### config.mk
export PLATFORM = sky130hd
export DESIGN_NAME = memory_stage
export DESIGN_NICKNAME = d
export VERILOG_FILES = /design/src/logic/isa_pkg.sv /design/src/logic/pipe_pkg.sv /design/src/logic/memory_stage.sv
export SDC_FILE = /design/constraint.sdc
export NUM_CORES = 1
export LEC_CHECK = 0
export BUFFER_PORTS_ARGS = -buffer_cell sky130_fd_sc_hd__clkbuf_2
export CAP_MARGIN = 20
export CORE_MARGIN = 10
export CORE_UTILIZATION = 30
export CTS_CLUSTER_SIZE = 10
export DETAILED_ROUTE_END_ITERATION = 12
export GPL_TIMING_DRIVEN = 0
export HOLD_SLACK_MARGIN = 0.15
export PLACE_DENSITY_LB_ADDON = 0.1
export SYNTH_ARGS = -nofsm -noshare
export SYNTH_HDL_FRONTEND = slang
export SYNTH_SLANG_ARGS = --single-unit
### constraint.sdc
create_clock -name clock -period 1.07 [get_ports clock]
set_input_delay 0.107 -clock clock [delete_from_list [all_inputs] [get_ports clock]]
set_output_delay 0.107 -clock clock [all_outputs]
set_load 0.1 [all_outputs]
### src/logic/isa_pkg.sv
// ########################################
// MIPS subset instruction-set definitions
// Field types, opcode and funct codes,
// ALU operations and decoded controls
// ########################################
`default_nettype none

package isa_pkg;

    typedef logic [31:0] word_t;
    typedef logic [4:0]  reg_idx_t;
    typedef logic [5:0]  opcode_t;
    typedef logic [5:0]  funct_t;

    // Primary opcodes
    localparam opcode_t OP_RTYPE = 6'h00;
    localparam opcode_t OP_BEQ   = 6'h04;
    localparam opcode_t OP_ADDIU = 6'h09;
    localparam opcode_t OP_LW    = 6'h23;
    localparam opcode_t OP_SW    = 6'h2b;

    // R-type funct codes
    localparam funct_t FN_JR   = 6'h08;
    localparam funct_t FN_ADDU = 6'h21;
    localparam funct_t FN_SUBU = 6'h23;
    localparam funct_t FN_AND  = 6'h24;
    localparam funct_t FN_OR   = 6'h25;
    localparam funct_t FN_SLT  = 6'h2a;

    typedef enum logic [2:0] {
        ALU_ADD,
        ALU_SUB,
        ALU_AND,
        ALU_OR,
        ALU_SLT,
        ALU_PASS
    } alu_op_t;

    typedef struct packed {
        alu_op_t alu_op;
        logic    use_imm;
        logic    reg_we;
        logic    mem_we;
        logic    mem_re;
        logic    is_branch;
        logic    is_jr;
    } ctrl_t;

endpackage

`default_nettype wire

### src/logic/pipe_pkg.sv
// ########################################
// Pipeline and bus definitions
// Stage registers, APB, host port, map
// ########################################
`default_nettype none

package pipe_pkg;

    import isa_pkg::*;

    typedef logic [5:0]  mem_addr_t;
    typedef logic [11:0] apb_addr_t;

    localparam int MEM_WORDS = 64;

    // Address map of 256-byte windows
    localparam apb_addr_t REG_CTRL   = 12'h000;
    localparam apb_addr_t REG_STATUS = 12'h004;
    localparam apb_addr_t IMEM_BASE  = 12'h100;
    localparam apb_addr_t DMEM_BASE  = 12'h200;

    typedef struct packed {
        logic      psel;
        logic      penable;
        logic      pwrite;
        apb_addr_t paddr;
        word_t     pwdata;
    } apb_req_t;

    typedef struct packed {
        word_t prdata;
        logic  pready;
        logic  pslverr;
    } apb_rsp_t;

    typedef struct packed {
        logic  valid;
        word_t pc;
        word_t insn;
    } if_id_t;

    typedef struct packed {
        logic     valid;
        word_t    pc;
        word_t    rs_data;
        word_t    rt_data;
        word_t    imm;
        reg_idx_t rd;
        ctrl_t    ctrl;
    } id_ex_t;

    typedef struct packed {
        logic     valid;
        word_t    alu_result;
        word_t    store_data;
        reg_idx_t rd;
        ctrl_t    ctrl;
    } ex_mem_t;

    typedef struct packed {
        logic     valid;
        word_t    result;
        reg_idx_t rd;
        logic     reg_we;
    } mem_wb_t;

    typedef struct packed {
        logic  taken;
        word_t target;
    } redirect_t;

    typedef struct packed {
        mem_addr_t addr;
        logic      we;
        word_t     wdata;
    } host_mem_t;

    typedef enum logic [1:0] {
        ST_IDLE,
        ST_RUNNING,
        ST_DONE
    } loader_state_t;

endpackage

`default_nettype wire

### src/logic/memory_stage.sv
// ########################################
// Memory stage
// Data access, result select, MEM/WB
// ########################################
`default_nettype none

module memory_stage (
    input  wire                  clock,
    input  wire                  arst_n,
    input  pipe_pkg::ex_mem_t    ex_mem,
    output pipe_pkg::mem_addr_t  dmem_addr,
    output logic                 dmem_we,
    output isa_pkg::word_t       dmem_wdata,
    input  isa_pkg::word_t       dmem_rdata,
    output pipe_pkg::mem_wb_t    mem_wb
);

    import isa_pkg::*;

    logic     wb_valid;
    logic     wb_reg_we;
    logic     wb_load;
    word_t    wb_alu;
    reg_idx_t wb_rd;

    assign dmem_addr  = ex_mem.alu_result[7:2];
    assign dmem_we    = ex_mem.valid && ex_mem.ctrl.mem_we;
    assign dmem_wdata = ex_mem.store_data;

    always_ff @(posedge clock or negedge arst_n) begin
        if (!arst_n) begin
            wb_valid  <= 1'b0;
            wb_reg_we <= 1'b0;
            wb_load   <= 1'b0;
        end else begin
            wb_valid  <= ex_mem.valid;
            wb_reg_we <= ex_mem.ctrl.reg_we;
            wb_load   <= ex_mem.ctrl.mem_re;
        end
    end

    always_ff @(posedge clock) begin
        wb_alu <= ex_mem.alu_result;
        wb_rd  <= ex_mem.rd;
    end

    // Load data arrives from the RAM output register in the MEM/WB cycle
    assign mem_wb.valid  = wb_valid;
    assign mem_wb.result = wb_load ? dmem_rdata : wb_alu;
    assign mem_wb.rd     = wb_rd;
    assign mem_wb.reg_we = wb_reg_we;

endmodule

`default_nettype wire

# After elaboration in Yosys (flattened, before gate mapping)
# Index checks and enable logic that the tools add are counted.
[totals] ram_bits=0 mem_bits_ro=0 memories=0 inputBits=113 latch_bits=0 ff_bits=40 output_inout_bits=78
[op_classes] n_mul=0 n_mux=1 magnitude_cmp=0 n_reduce_logical=1 bitwise=0 shifts=0 div_mod_pow=0 eq_ne=0 add_sub_neg=0
[op_table] op="two-way mux 32 bit" n=1
[op_table] op="logical AND 1 bit" n=1

# Logic depth before layout (Yosys ltp)
[logic_depth] ltp_word=1 mapped_depth=3

# Worst setup path before layout
# No wires, ideal clock.
[synth_timing] path_kind="register to output" startpoint="register wb_load" endpoint="output port mem_wb[10] (netlist bit)" path_slack_ns=-0.098 required_time_ns=0.963 arrival_time_ns=1.061 stages_incl_launch_ff=4 path_buffers=2 path_cell_list="dfrtp_1 -> buf_6 -> buf_12 -> mux2_4"
[synth_lines] element="start: declaration" line_no="memory_stage.sv:22" text="logic wb_load;"
[synth_lines] element="start signal: assignment" line_no="memory_stage.sv:38" text="wb_load <= ex_mem.ctrl.mem_re;"
[synth_lines] element="end: declaration" line_no="memory_stage.sv:15" text="output pipe_pkg::mem_wb_t mem_wb"

==> run metrics <==
Synth-to-Final Area Change 124.2%; I/O Pins about 190; Worst EP arrival 1.47 ns; Synth area leader dfxtp_1; ranking of synthesized cells by area dfxtp_1 44%, mux2_4 27%, buf_4 18%, dfrtp_1 4.5%, buf_12 3.6%; Via-to-Cell Ratio ~3.8; Top Family by Delay on Critical Path buffers and inverters; Data required, critical path ~0.96 ns; Fmax between 600 and 700 MHz; Hold Path Class in2reg; FF+latch count, synth 40; CTS tree built; Final Util 0.6871; grt ovf 0; Max Root-Sink Buffers 2; clock sink count 40; worst vdd ir between 0.7 and 0.8 mV; average cell area after synthesis 14.24 µm²; Worst Tran Pin Value around 0.56 ns; GRT Util Overall 0.1242; number of port buffers between 150 and 200; Pwr per Cell Area 1384 nW/µm²; Worst Setup End Kind output port; core region area 5439 µm²; violated checks setup timing; CTS Buf Count 5; routed wire length 5893 µm; Clock power frac 0.191; Finished Cell Area roughly 3700 µm²; RePlAce Congestion roughly 0.75; sequential standard cell area slightly above 800 µm²; share of layout cells above drive strength 1 0.7398; CTS root buf clkbuf_8; pins over their slew limit 0; Sw Ratio 0.4243; worst path cell trace buf_6 -> buf_12 -> mux2_4 -> clkbuf_16; clock-pin slew on the worst setup and hold paths 0.08 ns; Syn Nets between 200 and 250; initial antenna violation count 0; Setup Crit Path Kind reg2out; switching power ~2200 µW; crit share post-route 1.471; number of placement rows 27; Cell variety after synth 8; sequential area share after synthesis 0.4895; first-pass GRT wire length 8625 µm; Int Pwr a little under 3000 µW; maxcap violations 0; largest net degree at the start of global routing 15; Starting Density 0.3064; Final WS setup -0.5045 ns; sum of buffers and inverters on the critical path 3; Critical Path Slowest Stage Cell dfrtp_1; Syn Inst Count 117; RSZ-0062 raised after global routing true; vias in the first global route 1,725; Crit path largest cell delay approximately 0.38 ns; relative slew slack 0.6299; Die W 94.54 µm; Die H 94.54 µm; Post-Syn Area approximately 1700 µm²; worst slack, placed -0.3467 ns; multi-input logic area 486.7 µm²; Fin. Hold Viols 0; outcome finished, violations left; Wirelength per Cell 15.07 µm; Antenna Violating Nets Remaining 0; Leakage 0.001969 µW; placed cell areas about 2500 µm²; HPWL after detailed placement 4469 µm; DR iter-0 viols 13; final setup fails 32; detailed-route via count around 1,500; final hold slack ~0.45 ns; share of the synthesized area in the top cell type 0.4444; DR pass1 iterations 3; Residual DRC 0; Max FO, Critical Path 10; Die ar. slightly below 9000 µm²; Reg power frac 0.308; post-route setup TNS -15.82 ns; Final nets around 430; Critical Path Source Type flip-flop; H-tree depth 2; final worst path period need between 1.5 and 2 ns; # diodes 0; Layout fillers approximately 380; synth warn 0; Logic pwr share 0.501
-- synth_stat cells, drive strengths merged --
master,n
and2,1
buf,44
dfrtp,3
dfxtp,37
mux2,32
-- cell usage in the layout (no fill, tap or decap), drive strengths merged --
master / n
clkinvlp: 2
mux2: 32
clkinv: 1
and2: 1
dfrtp: 3
dfxtp: 37
clkbuf: 155
dlygate4sd3: 42
buf: 46
-- path summary, 6_finish.rpt --
check,startpoint,slack (ns),cells after the start,end
worst min-delay path,ex_mem[66],0.45,2,wb_alu[20]$_DFF_P_
min in group asynchronous,arst_n,0.71,3,wb_valid$_DFF_PN0_
max in group asynchronous,arst_n,0.22,3,wb_load$_DFF_PN0_
worst max-delay path,wb_load$_DFF_PN0_,-0.50,4,mem_wb[18]
-- flip-flops by register name (all words and copies together) (netlist names) --
register / flops
wb_reg_we: 1
wb_rd: 5
wb_valid: 1
wb_load: 1
wb_alu: 32
-- per-stage QoR --
stage	power [µW]	cells
global route	5379	391
finish	5173	391
floorplan	3352	117
detailed placement	3666	341
CTS	5242	391
global placement	3658	341
-- power by group through the flow --
stage | registers [µW] | logic (µW) | clock network, µW
floorplan | 1690 | 1660 | 0
global placement | 1620 | 2040 | 0
detailed placement | 1620 | 2040 | 0
CTS | 1590 | 2600 | 1050
global route | 1600 | 2670 | 1110
finish | 1590 | 2590 | 990
-- per-layer routing --
metal | GRT usage | up-vias | wire [µm]
li1 | - | 742 | -
met3 | 0.08961 | 6 | 925
met2 | 0.2277 | 92 | 3184
met1 | 0.1059 | 637 | 1735
met4 | 0.02993 | 0 | 47
met5 | 0 | - | 0
-- layout make-up --
cell class	count	share of cell area
Buffer	42	0.09541
Clock buffer	5	0.01841
Clock inverter	3	0.006361
Multi-Input combinational cell	33	0.1302
Sequential cell	40	0.2183
Tap cell	72	0.02410
Timing Repair Buffer	196	0.5072
-- cells by family after synthesis --
family,share of synthesized area
buffers and inverters,0.2230
muxes,0.2838
and+or+nand+nor,0.003756
DFF,0.4895
-- timing repair --
action | in CTS | in global routing
endpoints found under the setup margin | 39 | 34
gates resized for setup | 110 | 2
gates cloned | 0 | 0
hold endpoints to repair | 43 | 0
hold buffers | 42 | 0
setup buffers | 2 | 0
Power figures use the tool's default switching activity.
