File: config.mk
export PLATFORM = sky130hd
export DESIGN_NAME = fetch_stage
export DESIGN_NICKNAME = d
export VERILOG_FILES = /design/src/logic/isa_pkg.sv /design/src/logic/pipe_pkg.sv /design/src/logic/fetch_stage.sv
export SDC_FILE = /design/constraint.sdc
export NUM_CORES = 1
export LEC_CHECK = 0
export ABC_AREA = 1
export BUFFER_PORTS_ARGS = -buffer_cell sky130_fd_sc_hd__buf_2
export CORE_ASPECT_RATIO = 0.7
export CORE_MARGIN = 1
export CORE_UTILIZATION = 50
export CTS_CLUSTER_SIZE = 10
export DETAILED_ROUTE_END_ITERATION = 8
export PLACE_DENSITY = 0.88
export SYNTH_ARGS = -nofsm -noshare
export SYNTH_HDL_FRONTEND = slang
export SYNTH_SLANG_ARGS = --single-unit
File: constraint.sdc
create_clock -name clock -period 2.03 [get_ports clock]
set_input_delay 0.203 -clock clock [delete_from_list [all_inputs] [get_ports clock]]
set_output_delay 0.203 -clock clock [all_outputs]
set_load 0.005 [all_outputs]
File: src/logic/isa_pkg.sv
// ########################################
// MIPS subset instruction-set definitions
// Field types, opcode and funct codes,
// ALU operations and decoded controls
// ########################################
`default_nettype none

package isa_pkg;

    typedef logic [31:0] word_t;
    typedef logic [4:0]  reg_idx_t;
    typedef logic [5:0]  opcode_t;
    typedef logic [5:0]  funct_t;

    // Primary opcodes
    localparam opcode_t OP_RTYPE = 6'h00;
    localparam opcode_t OP_BEQ   = 6'h04;
    localparam opcode_t OP_ADDIU = 6'h09;
    localparam opcode_t OP_LW    = 6'h23;
    localparam opcode_t OP_SW    = 6'h2b;

    // R-type funct codes
    localparam funct_t FN_JR   = 6'h08;
    localparam funct_t FN_ADDU = 6'h21;
    localparam funct_t FN_SUBU = 6'h23;
    localparam funct_t FN_AND  = 6'h24;
    localparam funct_t FN_OR   = 6'h25;
    localparam funct_t FN_SLT  = 6'h2a;

    typedef enum logic [2:0] {
        ALU_ADD,
        ALU_SUB,
        ALU_AND,
        ALU_OR,
        ALU_SLT,
        ALU_PASS
    } alu_op_t;

    typedef struct packed {
        alu_op_t alu_op;
        logic    use_imm;
        logic    reg_we;
        logic    mem_we;
        logic    mem_re;
        logic    is_branch;
        logic    is_jr;
    } ctrl_t;

endpackage

`default_nettype wire

File: src/logic/pipe_pkg.sv
// ########################################
// Pipeline and bus definitions
// Stage registers, APB, host port, map
// ########################################
`default_nettype none

package pipe_pkg;

    import isa_pkg::*;

    typedef logic [5:0]  mem_addr_t;
    typedef logic [11:0] apb_addr_t;

    localparam int MEM_WORDS = 64;

    // Address map of 256-byte windows
    localparam apb_addr_t REG_CTRL   = 12'h000;
    localparam apb_addr_t REG_STATUS = 12'h004;
    localparam apb_addr_t IMEM_BASE  = 12'h100;
    localparam apb_addr_t DMEM_BASE  = 12'h200;

    typedef struct packed {
        logic      psel;
        logic      penable;
        logic      pwrite;
        apb_addr_t paddr;
        word_t     pwdata;
    } apb_req_t;

    typedef struct packed {
        word_t prdata;
        logic  pready;
        logic  pslverr;
    } apb_rsp_t;

    typedef struct packed {
        logic  valid;
        word_t pc;
        word_t insn;
    } if_id_t;

    typedef struct packed {
        logic     valid;
        word_t    pc;
        word_t    rs_data;
        word_t    rt_data;
        word_t    imm;
        reg_idx_t rd;
        ctrl_t    ctrl;
    } id_ex_t;

    typedef struct packed {
        logic     valid;
        word_t    alu_result;
        word_t    store_data;
        reg_idx_t rd;
        ctrl_t    ctrl;
    } ex_mem_t;

    typedef struct packed {
        logic     valid;
        word_t    result;
        reg_idx_t rd;
        logic     reg_we;
    } mem_wb_t;

    typedef struct packed {
        logic  taken;
        word_t target;
    } redirect_t;

    typedef struct packed {
        mem_addr_t addr;
        logic      we;
        word_t     wdata;
    } host_mem_t;

    typedef enum logic [1:0] {
        ST_IDLE,
        ST_RUNNING,
        ST_DONE
    } loader_state_t;

endpackage

`default_nettype wire

File: src/logic/fetch_stage.sv
// ########################################
// Fetch stage
// PC, instruction read, stall and redirect
// ########################################
`default_nettype none

module fetch_stage (
    input  wire                  clock,
    input  wire                  arst_n,
    input  wire                  running,
    input  wire                  pc_restart,
    input  wire                  stall,
    input  pipe_pkg::redirect_t  redirect,
    output pipe_pkg::mem_addr_t  imem_addr,
    input  isa_pkg::word_t       imem_rdata,
    output pipe_pkg::if_id_t     if_id
);

    import isa_pkg::*;

    word_t pc;
    word_t issued_pc;
    logic  issued;

    // While stalled, re-read the held word so the RAM output stays put
    assign imem_addr = stall ? issued_pc[7:2] : pc[7:2];

    always_ff @(posedge clock or negedge arst_n) begin
        if (!arst_n) begin
            pc        <= '0;
            issued_pc <= '0;
            issued    <= 1'b0;
        end else if (pc_restart) begin
            pc     <= '0;
            issued <= 1'b0;
        end else if (redirect.taken) begin
            pc     <= redirect.target;
            issued <= 1'b0;
        end else if (!stall) begin
            issued    <= running;
            issued_pc <= pc;
            if (running) begin
                pc <= pc + 32'd4;
            end
        end
    end

    assign if_id.valid = issued;
    assign if_id.pc    = issued_pc;
    assign if_id.insn  = imem_rdata;

endmodule

`default_nettype wire

* Word-level counts from Yosys, hierarchy flattened
Cells that the tools add are included.
** Cells by class
- Divide/modulo/power cells :: 0
- Magnitude comparators :: 0
- Bitwise logic cells :: 3
- Shifts and indexed selects :: 0
- Muxes and demuxes :: 8
- Reduce and logical (&&, ||, !) cells :: 3
- Add/subtract/negate cells :: 1
- $mul :: 0
- Equal/unequal tests :: 1
** Operators with widths (count)
- two-way mux 32 bit :: 4
- adder 32 x 3 -> 32 bit (second input constant) :: 1
- two-way mux 6 bit :: 1
- two-way mux 1 bit :: 3
- != test 3 x 2 -> 1 bit (second input constant) :: 1
- inverter 1 bit :: 3
- AND reduction 3 bit :: 1
- nonzero test 3 bit :: 1
- AND reduction 2 bit :: 1
** Storage, ports and cells
- RAM bits :: 0
- Memory bits (read-only) :: 0
- Bits of input ports :: 70
- Memories kept :: 0
- Bits in latches :: 0
- Output and inout port bits :: 71
- Bits in registers :: 65

* Depth between registers and ports, before layout
Gate-level depths: netlist of the first run.
- Word-level depth :: 5
- Depth in mapped cells :: 10
- Gate-level depth less buffers :: 10

* Worst setup path after synthesis of the first run
Ideal clock, no wire load.
- Path type :: register to register
- Start :: register pc[3]
- End :: register pc[18]
- Required time :: 1.943 ns
- Path slack :: 0.616 ns
- Arrival time :: 1.326 ns
- Setup time :: 0.087 ns
- Stages on the path, launching flop included :: 11
- Cell sequence :: dfrtp_1 -> ha_1 -> nand2_1 -> nor2_4 -> nand2_2 -> nor2_2 -> buf_6 -> nand2_1 -> nand2_1 -> nand3_1 -> a22oi_1
** On the way
- Longest elaborated chain between the ends :: 5
** Ends and longest elaborated chain
- start: declaration :: line fetch_stage.sv:21 : word_t pc;
- start signal: assignment :: line fetch_stage.sv:37 : pc <= redirect.target;
- start signal: assignment :: line fetch_stage.sv:43 : pc <= pc + 32'd4;
- adder 32 x 3 -> 32 bit :: line fetch_stage.sv:43
- two-way mux 32 bit :: line fetch_stage.sv:42 : if (running) begin
- two-way mux 32 bit :: line fetch_stage.sv:39 : end else if (!stall) begin
- two-way mux 32 bit :: line fetch_stage.sv:36 : end else if (redirect.taken) begin
- two-way mux 32 bit :: line fetch_stage.sv:33 : end else if (pc_restart) begin
Every way passes these cells. The select of a mux whose other input is x is not followed.
A chain may end at the register's enable or synchronous reset.

* Worst setup path after layout of the first run
- Start :: register pc[3]
- End :: register pc[30]
Same word-level chain as after synthesis.

==> impl_metrics.env, run 1 <==
export IMPL_route_vias_total=3653
export IMPL_drcViolationCount=0
export IMPL_power_uw=3250
export IMPL_slowest_stage="dfrtp_1"
export IMPL_boundaryPins=141
export IMPL_r2r_end="pc[30]"
export IMPL_critPathTopFamily="simple AND/OR/NAND/NOR gates"
export IMPL_post_dp_hpwl_mm=6.83
export IMPL_fmax_mhz=584
export IMPL_postCtsSetupRepairBufs=0
export IMPL_firstDrtPassIters=5
export IMPL_synthesis_area_um2=3840
export IMPL_cp_start_kind="flip-flop"
export IMPL_drv_slew=0
export IMPL_ys_flop_type="dfrtp_1"
export IMPL_relSlewSlack_pct=68.2
export IMPL_cts_buffer_depth=2
export IMPL_synth_area_leaders="dfrtp_1 42%, nand2_1 14%, o21ai_0 6.6%"
export IMPL_cp_cell_sequence="ha_1, nand2_1, nor2_4, nand2_2, nor2_4, nand3_1, nand2_1, nand3_1, a21oi_1"
export IMPL_syn_inst=526
export IMPL_tritoncts="built"
export IMPL_cts_sinks=65
export IMPL_yosysTopAreaCell="dfrtp_1"
export IMPL_synth_nets=597
export IMPL_clk_pin_slew_ps=70
export IMPL_drtAntennaViolNets=0
export IMPL_grt_max_degree=66
export IMPL_path_buf_inv=0
export IMPL_min_period_ps=1710
export IMPL_worstPathMaxFanout=11
export IMPL_initial_utilization_pct=52.3
export IMPL_synth_seq_area_share_pct=42.3
export IMPL_drt_iter0_drc=317
export IMPL_tightestPinTransition_ps=477
export IMPL_reg2reg_slack_ps=320
export IMPL_layout_common_cells="147 x nand2_1, 76 x buf_2, 65 x dfrtp_1, 62 x inv_1, 51 x o21ai_0"
export IMPL_fin_nets=639
export IMPL_clkLatencyLatePin_ps=350
export IMPL_die_height_um=75.3
export IMPL_timing_final_crit_share_pct=84.3
export IMPL_core_um2=7350
export IMPL_min_from="redirect[1]"
export IMPL_final_common_cell="nand2_1"
export IMPL_holdPathEnd="pc[1]"
export IMPL_r2r_start="pc[3]"
export IMPL_antenna_found_initial=0
export IMPL_cp_required_ps=2290
export IMPL_num_rows=26
export IMPL_via_per_inst=5.44
export IMPL_drive_gt1_share_pct=21.1
export IMPL_final_setup_tns_ps=0
export IMPL_grt_pass1_vias=3326
export IMPL_synthArstFlopShare_pct=100
export IMPL_min_path_cells=3
export IMPL_grt_pass1_wl_mm=15.7
export IMPL_h_tree_depth=3
export IMPL_synth_top_cell_area_share_pct=42.3
export IMPL_diodes=0
export IMPL_globalplace_congestion=0.896
export IMPL_status="completed"
export IMPL_endpoint_kind="flip-flop"
export IMPL_ir_drop_mv=0.303
export IMPL_grt_use_total_pct=25.6
export IMPL_powerDensity_nw_per_um2=758
export IMPL_root_buffer="clkbuf_8"
export IMPL_portBuffers=76
export IMPL_rr_worst_depth=9
export IMPL_routed_wl_mm=9.64
export IMPL_yosys_cell_types_count=28
export IMPL_cts_buffers=9
export IMPL_overflow=0
export IMPL_rsz0062_at_grt="no"
export IMPL_synth_warnings=0
export IMPL_p_leak_uw=0.00220
export IMPL_maxCapViolations=0
export IMPL_dieWidth_um=107
export IMPL_path_class="flip-flop to flip-flop"
export IMPL_fin_worst_skew_ps=11.0
export IMPL_hold_path_class="input port to flip-flop"
export IMPL_area_growth_syn_to_layout_pct=11.5
export IMPL_die_area_um2=8040
export IMPL_post_drt_wl_per_cell_um=14.4
export IMPL_setup_viol=0
export IMPL_arrival_ps=1980
export IMPL_cpPeakStageDelay_ps=400
export IMPL_synth_seq_cells=65
export IMPL_hold_viol=0
export IMPL_synth_edf_count=0
export IMPL_avgSynthCellArea_um2=7.31
## what timing repair did
item                                   4_1_cts  5_1_grt
resized for setup                            0        1
endpoints found under the hold margin       65        0
hold buffers                                 1        0
setup endpoints to repair                    0        1
## Yosys cell counts (8+ instances only)
library cell	count
a21oi_1	17
o21ai_0	51
nand3_1	41
a31oi_1	8
buf_2	8
clkbuf_1	10
nor2_1	33
inv_1	62
nand2_1	147
buf_4	33
dfrtp_1	65
nand4_1	9
## cell type report
cell class | instances | area (um2)
multi-input cells | 341 | 1630
well taps | 98 | 123
clock buffers | 13 | 149
clock inverters | 3 | 40.0
fillers | 682 | 3070
flip-flops and latches | 65 | 1630
repair buffers | 83 | 460
inverters | 68 | 255
## worst max-delay path by stage
stage                     start      to  slack [ps]  cells past startpoint
final                     pc[3]  pc[30]         320                      9
after global routing      pc[3]  pc[30]         150                      9
after CTS                 pc[3]  pc[30]         200                      9
after detailed placement  pc[3]  pc[18]         260                      9
after global placement    pc[3]  pc[30]         410                      9
after floorplan           pc[3]  pc[18]         620                     10
## power by group
| group | total [uW] | switching [uW] | internal [uW] | leakage, uW |
|---|---|---|---|---|
| Combinational | 561 | 330 | 231 | 0.00126 |
| Sequential | 1590 | 134 | 1450 | 0.000845 |
| Clock | 1100 | 501 | 599 | 0.0000974 |
## per-layer routing
| metal | routed length [um] | GRT usage (%) | vias up | share of wire, % |
|---|---|---|---|---|
| met5 | 0 | 0 | - | 0 |
| met4 | 214 | 10.4 | 0 | 2.2 |
| met3 | 714 | 5.82 | 25 | 7.4 |
| met2 | 4270 | 39.7 | 149 | 44 |
| met1 | 4450 | 35.2 | 1748 | 46 |
| li1 | - | - | 1731 | - |
## kinds of logic (layout without fill, tap and decap cells)
group | after synthesis | after routing | synth area share (%)
simple gates | 252 | 252 | 29.4
buf+inv | 120 | 167 | 15.4
compound gates | 87 | 87 | 12.2
flops | 65 | 65 | 42.3
fa+ha+maj | 1 | 1 | 0.326
mux | 1 | 1 | 0.293
## metrics by stage
stage / util (%) / instances / cell area (um2) / setup WS [ps] / hold slack, ps
floorplan: - / 526 / 3840 / 616 / -92.6
global placement: 55.5 / 654 / 4080 / 414 / 244
detailed placement: 55.5 / 654 / 4080 / 258 / 250
CTS: 58.2 / 671 / 4280 / 199 / 76.7
global route: 58.3 / 671 / 4280 / 151 / 113
finish: 58.3 / 671 / 4280 / 318 / 81.9
## worst register-to-register path, stage by stage (launching register included)
cell and delay, ps:
dfrtp_1 400, ha_1 190, nand2_1 140, nor2_4 130, nand2_2 90, nor2_4 240, nand3_1 130, nand2_1 90
nand3_1 70, a21oi_1 150
## sequential cells by signal (all words and copies together), names as in the netlist
signal / flops
issued_pc: 32
pc: 32
issued: 1
(Power assumes the default switching activity.)
==> run 2, diff against run 1 <==
==> constraint.sdc (replaced) <==
create_clock -name clock -period 1.7 [get_ports clock]
set_input_delay 0.17 -clock clock [delete_from_list [all_inputs] [get_ports clock]]
set_output_delay 0.17 -clock clock [all_outputs]
set_load 0.005 [all_outputs]
==> impl_metrics.env, run 2 (synthesis results as in run 1) <==
export IMPL_powerDensity_nw_per_um2=965
export IMPL_whs_ps=30.7
export IMPL_cp_cell_sequence="ha_2, nand2_4, nor2_4, nand2_2, nor2_4, buf_6, nand4_1, nand3_1, a21oi_1"
export IMPL_route_vias_total=3688
export IMPL_drcViolationCount=0
export IMPL_area_growth_syn_to_layout_pct=16.1
export IMPL_via_per_inst=5.42
export IMPL_path_class="flip-flop to flip-flop"
export IMPL_maxCapViolations=0
export IMPL_path_buf_inv=1
export IMPL_drv_slew=0
export IMPL_drive_gt1_share_pct=23.8
export IMPL_setup_slack_ps=50.9
export IMPL_place_ws_ps=-108
export IMPL_clkPwrFrac_pct=39.8
export IMPL_root_buffer="clkbuf_8"
export IMPL_cpPeakStageDelay_ps=390
export IMPL_portBuffers=76
export IMPL_status="completed"
export IMPL_fmax_mhz=606
export IMPL_ir_drop_mv=0.448
export IMPL_min_period_ps=1650
export IMPL_tightestPinTransition_ps=714
export IMPL_power_internal_uw=3120
export IMPL_routed_wl_mm=9.97
export IMPL_clkLatencyLatePin_ps=360
export IMPL_drtAntennaViolNets=0
export IMPL_grt_max_degree=44
export IMPL_layout_common_cells="146 x nand2_1, 76 x buf_2, 64 x dfrtp_1, 62 x inv_1, 51 x o21ai_0"
export IMPL_setup_viol=0
export IMPL_cts_buffer_depth=2
export IMPL_wl_met1_mm=4.52
export IMPL_hold_viol=0
export IMPL_post_dp_hpwl_mm=6.92
export IMPL_overflow=0
export IMPL_initial_utilization_pct=52.3
export IMPL_globalplace_congestion=0.874
export IMPL_fin_worst_skew_ps=9.57
export IMPL_h_tree_depth=3
export IMPL_relSlewSlack_pct=52.3
export IMPL_fin_nets=649
export IMPL_grt_pass1_wl_mm=16.1
export IMPL_grt_pass1_vias=3420
export IMPL_met3_length_um=864
export IMPL_boundaryPins=141
export IMPL_grt_use_total_pct=26.2
export IMPL_arrival_ps=1900
export IMPL_combPwrFrac_pct=16.1
export IMPL_timing_final_crit_share_pct=97.0
export IMPL_top_layer_used="met4"
export IMPL_dieWidth_um=107
export IMPL_endpoint_kind="flip-flop"
export IMPL_core_um2=7350
export IMPL_die_height_um=75.3
export IMPL_cp_required_ps=1950
export IMPL_final_common_cell="nand2_1"
export IMPL_pwr_share_seq_pct=44.2
export IMPL_cts_buffers=9
export IMPL_power_switching_uw=1190
export IMPL_critPathTopFamily="simple AND/OR/NAND/NOR gates"
export IMPL_p_leak_uw=0.00229
export IMPL_cp_start_kind="flip-flop"
export IMPL_cts_sinks=65
export IMPL_clk_pin_slew_ps=80
export IMPL_antenna_found_initial=0
export IMPL_slowest_stage="dfrtp_1"
export IMPL_rsz0062_at_grt="yes"
export IMPL_drt_iter0_drc=483
export IMPL_largestRegisters="issued_pc (32), pc (32), issued (1)"
export IMPL_worstPathMaxFanout=8
export IMPL_post_drt_wl_per_cell_um=14.6
export IMPL_firstDrtPassIters=5
export IMPL_wl_met2_mm=4.33
export IMPL_tritoncts="built"
export IMPL_num_rows=26
export IMPL_cpMostUsedCell="nor2_4"
export IMPL_diodes=0
export IMPL_die_area_um2=8040
export IMPL_switching_share_pct=27.5
export IMPL_hold_path_class="input port to flip-flop"
==> run 2: stage by stage <==
step                total power [uW]  cells  TNS (ps)  cell area [um2]  utilization (%)
floorplan                       2300    526         0             3840                -
detailed placement              2590    658      -428             4110             55.9
global placement                2560    658         0             4110             55.9
finish                          4300    681         0             4460             60.7
global route                    4500    681      -275             4460             60.7
CTS                             4300    677         0             4400             59.9
==> run 2: power by group through the flow <==
stage | logic [uW] | clock network [uW] | registers, uW
2_1_floorplan | 402 | 0 | 1900
3_3_place_gp | 648 | 0 | 1910
3_5_place_dp | 670 | 0 | 1920
4_1_cts | 682 | 1730 | 1890
5_1_grt | 793 | 1790 | 1920
6_report | 692 | 1710 | 1900
==> run 2: worst register-to-register path, delay by kind of cell (launching register included) <==
kind | cells | cell delay (ps)
compound gates | 1 | 60
fa+ha+maj | 1 | 220
buf+inv | 1 | 150
flops | 1 | 390
simple gates | 6 | 730
==> run 2: worst paths after layout <==
check / slack (ps) / end / cells after the start / startpoint
worst max-delay path: 50 / pc[30] / 9 / pc[3]
worst min-delay path: 30 / pc[0] / 3 / redirect[0]
worst max register to register: 50 / pc[30] / 9 / pc[3]
worst min register to register: 480 / issued_pc[9] / 2 / issued_pc[9]
max in group asynchronous: 740 / pc[18] / 3 / arst_n
min in group asynchronous: 390 / issued_pc[9] / 2 / arst_n
==> run 2: cell type report <==
type / instances / area, um2
Fill cell: 662 / 2890
Inverter: 68 / 255
Clock buffer: 12 / 165
Tap cell: 98 / 123
Clock inverter: 4 / 97.6
Sequential cell: 65 / 1630
Timing Repair Buffer: 93 / 539
Multi-Input combinational cell: 341 / 1650
==> run 2: metal layers <==
metal / global-route usage, % / up-vias
met5: 0 / -
met4: 12.3 / 0
met3: 6.84 / 29
met2: 39.8 / 183
met1: 35.8 / 1732
li1: - / 1744
==> run 2: repair_timing <==
action | 4_1_cts | 5_1_grt
setup buffers | 2 | 4
setup endpoints to repair | 6 | 13
endpoints found under the hold margin | 26 | 0
hold buffers | 1 | 0
resized for setup | 1 | 8
pin swaps | 1 | 5
