==> src/logic/isa_pkg.sv <==
// ########################################
// MIPS subset instruction-set definitions
// Field types, opcode and funct codes,
// ALU operations and decoded controls
// ########################################
`default_nettype none

package isa_pkg;

    typedef logic [31:0] word_t;
    typedef logic [4:0]  reg_idx_t;
    typedef logic [5:0]  opcode_t;
    typedef logic [5:0]  funct_t;

    // Primary opcodes
    localparam opcode_t OP_RTYPE = 6'h00;
    localparam opcode_t OP_BEQ   = 6'h04;
    localparam opcode_t OP_ADDIU = 6'h09;
    localparam opcode_t OP_LW    = 6'h23;
    localparam opcode_t OP_SW    = 6'h2b;

    // R-type funct codes
    localparam funct_t FN_JR   = 6'h08;
    localparam funct_t FN_ADDU = 6'h21;
    localparam funct_t FN_SUBU = 6'h23;
    localparam funct_t FN_AND  = 6'h24;
    localparam funct_t FN_OR   = 6'h25;
    localparam funct_t FN_SLT  = 6'h2a;

    typedef enum logic [2:0] {
        ALU_ADD,
        ALU_SUB,
        ALU_AND,
        ALU_OR,
        ALU_SLT,
        ALU_PASS
    } alu_op_t;

    typedef struct packed {
        alu_op_t alu_op;
        logic    use_imm;
        logic    reg_we;
        logic    mem_we;
        logic    mem_re;
        logic    is_branch;
        logic    is_jr;
    } ctrl_t;

endpackage

`default_nettype wire

==> src/logic/pipe_pkg.sv <==
// ########################################
// Pipeline and bus definitions
// Stage registers, APB, host port, map
// ########################################
`default_nettype none

package pipe_pkg;

    import isa_pkg::*;

    typedef logic [5:0]  mem_addr_t;
    typedef logic [11:0] apb_addr_t;

    localparam int MEM_WORDS = 64;

    // Address map of 256-byte windows
    localparam apb_addr_t REG_CTRL   = 12'h000;
    localparam apb_addr_t REG_STATUS = 12'h004;
    localparam apb_addr_t IMEM_BASE  = 12'h100;
    localparam apb_addr_t DMEM_BASE  = 12'h200;

    typedef struct packed {
        logic      psel;
        logic      penable;
        logic      pwrite;
        apb_addr_t paddr;
        word_t     pwdata;
    } apb_req_t;

    typedef struct packed {
        word_t prdata;
        logic  pready;
        logic  pslverr;
    } apb_rsp_t;

    typedef struct packed {
        logic  valid;
        word_t pc;
        word_t insn;
    } if_id_t;

    typedef struct packed {
        logic     valid;
        word_t    pc;
        word_t    rs_data;
        word_t    rt_data;
        word_t    imm;
        reg_idx_t rd;
        ctrl_t    ctrl;
    } id_ex_t;

    typedef struct packed {
        logic     valid;
        word_t    alu_result;
        word_t    store_data;
        reg_idx_t rd;
        ctrl_t    ctrl;
    } ex_mem_t;

    typedef struct packed {
        logic     valid;
        word_t    result;
        reg_idx_t rd;
        logic     reg_we;
    } mem_wb_t;

    typedef struct packed {
        logic  taken;
        word_t target;
    } redirect_t;

    typedef struct packed {
        mem_addr_t addr;
        logic      we;
        word_t     wdata;
    } host_mem_t;

    typedef enum logic [1:0] {
        ST_IDLE,
        ST_RUNNING,
        ST_DONE
    } loader_state_t;

endpackage

`default_nettype wire

==> src/logic/execute_stage.sv <==
// ########################################
// Execute stage
// ALU, BEQ/JR resolution, EX/MEM register
// ########################################
`default_nettype none

module execute_stage (
    input  wire                  clock,
    input  wire                  arst_n,
    input  pipe_pkg::id_ex_t     id_ex,
    output pipe_pkg::ex_mem_t    ex_mem,
    output pipe_pkg::redirect_t  redirect,
    output logic                 jr_seen
);

    import isa_pkg::*;

    word_t op_b;
    word_t alu_out;
    logic  equal;

    assign op_b = id_ex.ctrl.use_imm ? id_ex.imm : id_ex.rt_data;

    always_comb begin
        case (id_ex.ctrl.alu_op)
            ALU_ADD:  alu_out = id_ex.rs_data + op_b;
            ALU_SUB:  alu_out = id_ex.rs_data - op_b;
            ALU_AND:  alu_out = id_ex.rs_data & op_b;
            ALU_OR:   alu_out = id_ex.rs_data | op_b;
            ALU_SLT:  alu_out = word_t'($signed(id_ex.rs_data) < $signed(op_b));
            ALU_PASS: alu_out = id_ex.rs_data;
            default:  alu_out = '0;
        endcase
    end

    // No delay slot; the branch target is relative to the next PC
    assign equal           = id_ex.rs_data == id_ex.rt_data;
    assign redirect.taken  = id_ex.valid &&
                             (id_ex.ctrl.is_jr || (id_ex.ctrl.is_branch && equal));
    assign redirect.target = id_ex.ctrl.is_jr ? id_ex.rs_data :
                             id_ex.pc + 32'd4 + (id_ex.imm << 2);
    assign jr_seen         = id_ex.valid && id_ex.ctrl.is_jr;

    always_ff @(posedge clock or negedge arst_n) begin
        if (!arst_n) begin
            ex_mem <= '0;
        end else begin
            ex_mem.valid      <= id_ex.valid;
            ex_mem.alu_result <= alu_out;
            ex_mem.store_data <= id_ex.rt_data;
            ex_mem.rd         <= id_ex.rd;
            ex_mem.ctrl       <= id_ex.ctrl;
        end
    end

endmodule

`default_nettype wire

==> config.mk <==
export PLATFORM = sky130hd
export DESIGN_NAME = execute_stage
export DESIGN_NICKNAME = d
export VERILOG_FILES = /design/src/logic/isa_pkg.sv /design/src/logic/pipe_pkg.sv /design/src/logic/execute_stage.sv
export SDC_FILE = /design/constraint.sdc
export NUM_CORES = 1
export LEC_CHECK = 0
export BUFFER_PORTS_ARGS = -buffer_cell sky130_fd_sc_hd__buf_2
export CORE_MARGIN = 4
export CORE_UTILIZATION = 50
export DETAILED_ROUTE_END_ITERATION = 16
export HOLD_SLACK_MARGIN = 0.1
export PLACE_DENSITY_LB_ADDON = 0.2
export SYNTH_ARGS = -nofsm -noshare
export SYNTH_HDL_FRONTEND = slang
export SYNTH_SLANG_ARGS = --single-unit
export TNS_END_PERCENT = 50
==> constraint.sdc <==
create_clock -name clock -period 4.2 [get_ports clock]
set_input_delay 0.84 -clock clock [delete_from_list [all_inputs] [get_ports clock]]
set_output_delay 0.84 -clock clock [all_outputs]
set_load 0.005 [all_outputs]
Word-level counts from Yosys, hierarchy flattened
Index checks and enable logic that the tools add are counted.
- logic and storage cells: 32
- register bits: 79
- input port bits: 145
- output and inout bits: 113
- mux-type cells: 3
- bitwise gates (word level): 2
- eq/ne operators: 6
- add/sub/neg operators: 4
- magnitude comparators: 1
- reductions and logical operators: 5
- operators by type and width (operator ; number):
    32-bit case mux with 6 select lines ; 1
    32-bit adder ; 2
    32-bit two-way mux ; 2
    32-bit by 3-bit adder with 32-bit output, second input constant ; 1
    32-bit AND ; 1
    32-bit == test ; 1
    32-bit < comparator ; 1
    32-bit OR ; 1
    32-bit subtractor ; 1
    3-bit by 2-bit == test with 1-bit output, second input constant ; 2
    3-bit == test, second input constant ; 2
    3-bit by 1-bit == test with 1-bit output, second input constant ; 1
    1-bit logical AND ; 3
    3-bit logical NOT ; 1
    1-bit logical OR ; 1

Logic depth before layout (Yosys ltp)
Gate-level depths: netlist of the first run.
- depth after elaboration: 4
- gate-level depth with buffers: 16
- depth with buffers taken out: 14

Least setup slack after synthesis of the first run
OpenSTA, ideal clock, no wires.
- path kind: input port to flip-flop
- from: input id_ex[5] in the netlist's numbering
- to: register ex_mem[69] in the netlist's numbering
- arrival time: 4234 ps
- setup slack: -160 ps
- required time: 4074 ps
- cell stages on the path: 12
- path buffers: 3
- setup time: 126 ps
- cells stage by stage: clkbuf_1 > buf_1 > mux2i_1 > ha_1 > buf_6 > or3_4 > or4_1 > or2_0 > o211a_2 > o31a_1 > a221o_1 > a221o_1
- longest elaborated chain between the ends: 3
- elaborated cells between the ends (all ways): 6
- classes of those cells: add/sub: 2; mux: 2; bitwise: 2
- ends and longest elaborated chain (what ; line ; source):
    from (decl) ; execute_stage.sv:10 ; input pipe_pkg::id_ex_t id_ex,
    32-bit two-way mux * ; execute_stage.sv:22 ; assign op_b = id_ex.ctrl.use_imm ? id_ex.imm : id_ex.rt_data;
    32-bit subtractor, or another cell as far along ; execute_stage.sv:27 ; ALU_SUB: alu_out = id_ex.rs_data - op_b;
    32-bit case mux with 6 select lines * ; execute_stage.sv:25 ; case (id_ex.ctrl.alu_op)
    via alu_out[23] ; execute_stage.sv:19 ; word_t alu_out;
    to (decl) ; execute_stage.sv:11 ; output pipe_pkg::ex_mem_t ex_mem,
Mark *: on every way through the listed nets, which the timed path passes. The rest lies on a longest branch.

==> results of run 1 <==
[cell families after synthesis]
family	count (synthesis)	synth area share, %
multiplexers	47	4.80
buffers and inverters	176	6.90
XOR/XNOR	59	5.22
flip-flops	79	20.0
adder cells (fa/ha/maj)	163	20.8
AND/OR/NAND/NOR	280	13.2
AO/OA/AOI/OAI	418	29.0
[critical path: cells and delay by family]
kind | cells | cell delay [ns]
xor gates and xnor gates | 1 | 0.11
adders and majority gates | 2 | 0.63
buffers and inverters | 5 | 0.64
AOI/OAI and AO/OA | 7 | 1.15
[report_power, final]
group / internal [mW] / switching (mW)
Sequential: 0.835 / 0.0203
Combinational: 0.892 / 1.06
Clock: 0.468 / 0.330
Total: 2.20 / 1.42
[per-stage QoR]
| stage | instance area, sq um | setup WS (ns) | instances | TNS [ns] | power [mW] |
|---|---|---|---|---|---|
| 2_1_floorplan | 9900 | -0.0680 | 1222 | -0.0684 | 1.85 |
| 5_1_grt | 13500 | -0.157 | 1885 | -1.24 | 3.83 |
| 6_report | 13500 | -0.0207 | 1885 | -0.0610 | 3.61 |
| 3_3_place_gp | 12700 | -0.440 | 1864 | -5.15 | 2.63 |
| 3_5_place_dp | 12700 | -0.552 | 1864 | -6.19 | 2.65 |
| 4_1_cts | 13400 | -0.0786 | 1883 | -0.210 | 3.55 |
[repair_timing]
item,4_1_cts,5_1_grt
setup buffers,6,2
endpoints found under the setup margin,16,20
hold buffers,0,0
pin swaps,28,15
resized for setup,68,23
[routing by layer]
metal  track usage (%)  up-vias
met5                 0        -
met4              9.42        2
met2              53.3      550
met1              47.2     5232
met3              5.55       73
li1                  -     5251
[synth_stat cells (4+ instances only)]
| cell type | instances |
|---|---|
| nand2b_1 | 7 |
| or4_1 | 4 |
| o31ai_1 | 8 |
| ha_1 | 160 |
| o21a_1 | 6 |
| a41oi_1 | 4 |
| o221ai_1 | 20 |
| nand4_1 | 8 |
| nor4_1 | 11 |
| a21oi_1 | 105 |
| and3_1 | 5 |
| or2_2 | 7 |
| a21o_1 | 32 |
| a221o_1 | 35 |
| a221oi_1 | 7 |
| o211ai_1 | 9 |
| inv_1 | 111 |
| o31a_1 | 4 |
| nand2_1 | 62 |
| nand3_1 | 22 |
| mux2i_1 | 43 |
| o22ai_1 | 7 |
| clkbuf_1 | 52 |
| buf_2 | 6 |
| o21ai_0 | 76 |
| nor2_1 | 105 |
| and2_1 | 8 |
| xor2_1 | 30 |
| nor3_1 | 18 |
| buf_1 | 5 |
| xnor2_1 | 29 |
| dfrtp_1 | 79 |
| a211o_1 | 4 |
| a211oi_1 | 38 |
| o21bai_1 | 22 |
| mux2_2 | 4 |
| nor2b_1 | 8 |
[worst paths after layout]
kind	start	depth (start not counted)	slack (ns)	endpoint
worst max-delay path	id_ex[114]	15	-0.02	redirect[23]
worst min-delay path	arst_n	1	0.54	ex_mem[74]$_DFF_PN0_
max in group asynchronous	arst_n	2	2.77	ex_mem[66]$_DFF_PN0_
min in group clock	id_ex[9]	1	0.59	ex_mem[9]$_DFF_PN0_
[cell type report]
cell class | instances | area (sq um)
multi-input cells | 967 | 7690
clock inverters | 4 | 47.5
flip-flops and latches | 79 | 1980
inverters | 111 | 417
repair buffers | 449 | 2800
well taps | 265 | 332
clock buffers | 10 | 239
fillers | 1634 | 5960
[layout by cell type, fill, tap and decap left out, drive strengths merged, types with 18 or more instances in the layout]
cell type,Yosys,final
a211oi,38,38
a21o,32,32
a21oi,105,105
a221o,37,37
buf,13,449
dfrtp,79,79
ha,160,160
inv,111,111
mux2i,43,43
nand2,62,62
nand3,22,22
nor2,105,105
nor3,18,18
o21ai,78,78
o21bai,23,23
o221ai,20,20
xnor2,29,29
xor2,30,30
==> metrics, run 1 <==
fmax approximately 240 MHz; ANT cells 0; DP HPWL around 30 mm; Seq cells post-synth between 70 and 80; first-pass GRT wire length 58.5 mm; initial antenna violation count 1; clock root buffer clkbuf_16; Startpoint Class input port; crit-path most repeated cell buf_4; async set-reset flop share out of synthesis 100%; largest registers ex_mem (79); synth top area cells ha_1 20%, dfrtp_1 20%, a21oi_1 5.3%; PwrDens around 270 nW/um^2; setup violators final 4; Worst-path clk slew roughly 0.060 ns; sequential area share after synthesis between 15 and 20%; wire length on met2 17.1 mm; CTS tree yes; antenna-violating nets left 0; Yosys top cell area share 20.2%; Starting Density 50.9%; clk sinks 79; unrepaired setup endpoints after global routing true; Synth Cell Area 9900 sq um; worst IR drop on VDD about 0.20 mV; Distinct cells, synth 76; vias in the first global route 10729; Hold Crit Class input port to async pin; Layout area overhead 36.4%; Post-Synthesis Cells 1222; Most used DFF post-synth dfrtp_1; status complete, but fails checks; kind of critical path input port to output pin; vias per inst 5.89; post-DR wirelength/cell 20.3 um; Tcrit/Tclk final 100%; syn_nets 1530; headroom to the max-slew limit between 10% and 20%; DR iter-0 viols 937; CP endpoint kind output pin; I/O pins between 200 and 300; highest routed layer met5; YS warnings 0; largest net degree at the start of global routing 66; Die Wd 149 um; LEAKAGE 6.84 nW; vias roughly 11000; share of layout cells above drive strength 1 between 30% and 40%; Longest Clk Path Bufs 2; CP Max Fanout 3; total wire length 38.2 mm; WHS 0.536 ns; Site Rows 51; worst slew pin tran 1.30 ns; Die Area 22100 sq um; Worst EP required 3.36 ns; minimum clock period ~4.2 ns; final hold vios 0; Final Util 69.4%; # nets final a little under 2000; WL met3 3.40 mm; max cap viols 0; M1 WL 16.9 mm; failing checks setup timing; Pins Over Slew Limit 0; GP Congestion 0.974; PortBufs 257; Synth area leader ha_1; core footprint around 20000 sq um; Worst path max stage delay just under 0.4 ns; Die Ht between 100 and 150 um; CP Cell Sequence buf_6, ha_4, buf_4, fa_2, a21o_1, a21o_1, a21oi_4, o31ai_4, a41oi_2, o21ai_2, buf_4, buf_4, xnor2_1, o21ai_1, buf_2; Biggest register ex_mem; H-tree lvl count 3; Slowest cell on crit path fa_2; GRT Total Usage 33.5%; Final Worst Setup Slack -0.0207 ns; crit path DAT around 3.4 ns; total CTS buffers 9; Post-synth EDFFs 0; max reg flops 79; grt ovf 0; # DRC 0; syn avg cell area 8.10 sq um; DR pass1 iterations 5
(Power assumes the default switching activity.)
==> run 2: changes to the inputs <==
--- a/config.mk
+++ b/config.mk
@@ -5,12 +5,13 @@
 export SDC_FILE = /design/constraint.sdc
 export NUM_CORES = 1
 export LEC_CHECK = 0
-export BUFFER_PORTS_ARGS = -buffer_cell sky130_fd_sc_hd__buf_2
+export BUFFER_PORTS_ARGS = -buffer_cell sky130_fd_sc_hd__clkbuf_2
 export CORE_MARGIN = 4
 export CORE_UTILIZATION = 50
 export DETAILED_ROUTE_END_ITERATION = 16
 export HOLD_SLACK_MARGIN = 0.1
 export PLACE_DENSITY_LB_ADDON = 0.2
+export SKIP_LAST_GASP = 1
 export SYNTH_ARGS = -nofsm -noshare
 export SYNTH_HDL_FRONTEND = slang
 export SYNTH_SLANG_ARGS = --single-unit
==> run 2 against run 1 <==
Compared with the run above:
- final area decreased by 0.28%
- setup slack got worse by 0.17 ns
- sequential share of layout area about the same
- routed wire length increased by 0.83%
- power increased by 0.46%
- the run still ends with setup timing left
- non-clock buffer count decreased by 14
- clock-buffer cell count increased by 1
- critical path depth decreased by 1
- highest routed layer is now met4
- utilization decreased by 0.19 points
==> metrics, run 2 (synthesized netlist as in run 1, its figures left out) <==
Worst path max stage delay 0.43 ns (was 0.39 ns); max reg flops 79 (unchanged); Slowest cell on crit path or3_4 (was fa_2); LEAKAGE 6.84 nW (about the same); pre-CTS setup slack -0.611 ns (was -0.552 ns); vias 11191 (was 11108); grt ovf 0 (unchanged); largest net degree at the start of global routing 55 (was 66); Net Sw Power 1.43 mW (was 1.42 mW); total CTS buffers 9 (unchanged); Hold-fix buffers, CTS 0 (unchanged); Die Ht 149 um (unchanged); Final Util 69.2% (was 69.4%); crit-path most repeated cell buf_4 (unchanged); Internal 2.20 mW (about the same); most common cell after layout, fill and taps aside clkbuf_2 (was buf_2); Startpoint Class input port (unchanged); headroom to the max-slew limit 35.4% (was 13.3%); minimum clock period 4.39 ns (was 4.22 ns); sequential power share 23.6% (was 23.7%); Tcrit/Tclk final 104% (was 100%); vias per inst 5.98 (was 5.89); vias in the first global route 10673 (was 10729); fill count 1617 (was 1634); antenna-violating nets left 0 (unchanged); final hold vios 0 (unchanged); DR pass1 iterations 5 (unchanged); CP Cell Sequence buf_6, ha_4, ha_4, buf_4, nand3_4, or3_4, o31ai_4, a41oi_2, buf_4, o21a_4, buf_4, xor2_1, o21ai_0, clkbuf_2 (was buf_6, ha_4, buf_4, fa_2, a21o_1, a21o_1, a21oi_4, o31ai_4, a41oi_2, o21ai_2, buf_4, buf_4, xnor2_1, o21ai_1, buf_2); share of layout cells above drive strength 1 32.8% (was 33.3%); Worst EP required 3.36 ns (about the same); post-DR wirelength/cell 20.6 um (was 20.3 um); fmax 228 MHz (was 237 MHz); Layout area overhead 36.1% (was 36.4%); crit path DAT 3.55 ns (was 3.38 ns); clock root buffer clkbuf_16 (unchanged); setup violators final 13 (was 4); Longest Clk Path Bufs 2 (unchanged); H-tree lvl count 3 (unchanged); PortBufs 257 (unchanged); largest registers ex_mem (79) (unchanged); # DRC 0 (unchanged); DP HPWL 29.8 mm (was 30.0 mm); ANT cells 0 (unchanged); clk sinks 79 (unchanged); GP Congestion 0.988 (was 0.974); kind of critical path input port to output pin (unchanged); worst slew pin tran 0.969 ns (was 1.30 ns); Hold Crit Class input port to async pin (unchanged); GRT Total Usage 33.4% (was 33.5%); CP endpoint kind output pin (unchanged); Net Sw Frac 39.4% (was 39.2%); Pins Over Slew Limit 0 (unchanged); Worst-path clk slew 0.06 ns (about the same); Gate power share 54.2% (about the same); max cap viols 0 (unchanged); initial antenna violation count 0 (was 1); Final Worst Setup Slack -0.187 ns (was -0.0207 ns); total wire length 38.6 mm (was 38.2 mm); worst IR drop on VDD 0.181 mV (was 0.198 mV); # nets final 1911 (was 1925); Site Rows 51 (unchanged); Die Area 22100 sq um (unchanged); Biggest register ex_mem (unchanged); CTS tree yes (unchanged); failing checks setup timing (unchanged); status complete, but fails checks (unchanged); unrepaired setup endpoints after global routing true (unchanged); most frequent cells in the layout 245 x clkbuf_2, 173 x buf_4, 141 x ha_1, 109 x inv_1, 104 x nor2_1 (was 251 x buf_2, 189 x buf_4, 142 x ha_1, 107 x inv_1, 104 x nor2_1); core footprint 19500 sq um (unchanged); Fin Setup TNS -1.14 ns (was -0.0610 ns); PwrDens 269 nW/um^2 (was 267 nW/um^2); Die Wd 149 um (unchanged); CP Max Fanout 4 (was 3); clock power share 22.1% (about the same); first-pass GRT wire length 58.2 mm (was 58.5 mm); DR iter-0 viols 935 (was 937); Starting Density 50.9% (unchanged); I/O pins 258 (unchanged)
run 2: changes by cell type in the layout (fill, tap and decap cells not counted), moves of 3 or more:
| cell | change |
|---|---|
| o21ai_1 | -5 |
| buf_12 | +3 |
| o21ai_0 | +3 |
| buf_4 | -16 |
| clkbuf_2 | +245 |
| buf_2 | -246 |
| inv_2 | -3 |
run 2: cell type report:
class	count	area [sq um]	area share [%]
clock buffers	11	243	1.80
clock inverters	3	45.0	0.334
inverters	111	419	3.11
multi-input cells	967	7710	57.3
flip-flops and latches	79	1980	14.7
well taps	265	332	2.46
repair buffers	435	2740	20.3
run 2: metrics by stage:
stage,instances,area [sq um],power [mW],hold slack (ns)
final,1871,13500,3.63,0.536
after detailed placement,1845,12600,2.64,0.933
after CTS,1865,13300,3.54,0.562
after global placement,1845,12600,2.62,0.931
after global routing,1871,13500,3.85,0.593
after floorplan,1222,9900,1.85,0.544
run 2: per-layer routing:
layer	track usage [%]	wire, um
met1	46.9	16900
met2	53.4	17100
met3	6.49	3560
met5	0	0
met4	7.16	947
run 2: worst paths after layout:
kind                       cells after the start                   end        from  slack [ns]
worst min-delay path                           1   ex_mem[4]$_DFF_PN0_      arst_n        0.54
max in group asynchronous                      2  ex_mem[25]$_DFF_PN0_      arst_n        2.75
worst max-delay path                          14          redirect[21]  id_ex[121]       -0.19
min in group clock                             1   ex_mem[4]$_DFF_PN0_    id_ex[4]        0.60
run 2: repair_timing:
item / in CTS / in global routing
gates resized for setup: 60 / 40
setup endpoints to repair: 16 / 19
buffers inserted: 6 / 8
pin swaps: 29 / 28
run 2: worst max-delay path, delay by kind of cell:
| kind | cells | cell delay, ns |
|---|---|---|
| compound gates | 4 | 0.86 |
| buf+inv | 5 | 0.67 |
| simple gates | 2 | 0.54 |
| fa+ha+maj | 2 | 0.51 |
| xor+xnor | 1 | 0.12 |
run 2: power groups by stage:
stage	logic [mW]	clock network [mW]	registers, mW
final	1.97	0.802	0.858
after global routing	2.14	0.845	0.863
after CTS	1.87	0.810	0.858
after detailed placement	1.77	0	0.872
after global placement	1.75	0	0.870
after floorplan	0.968	0	0.881
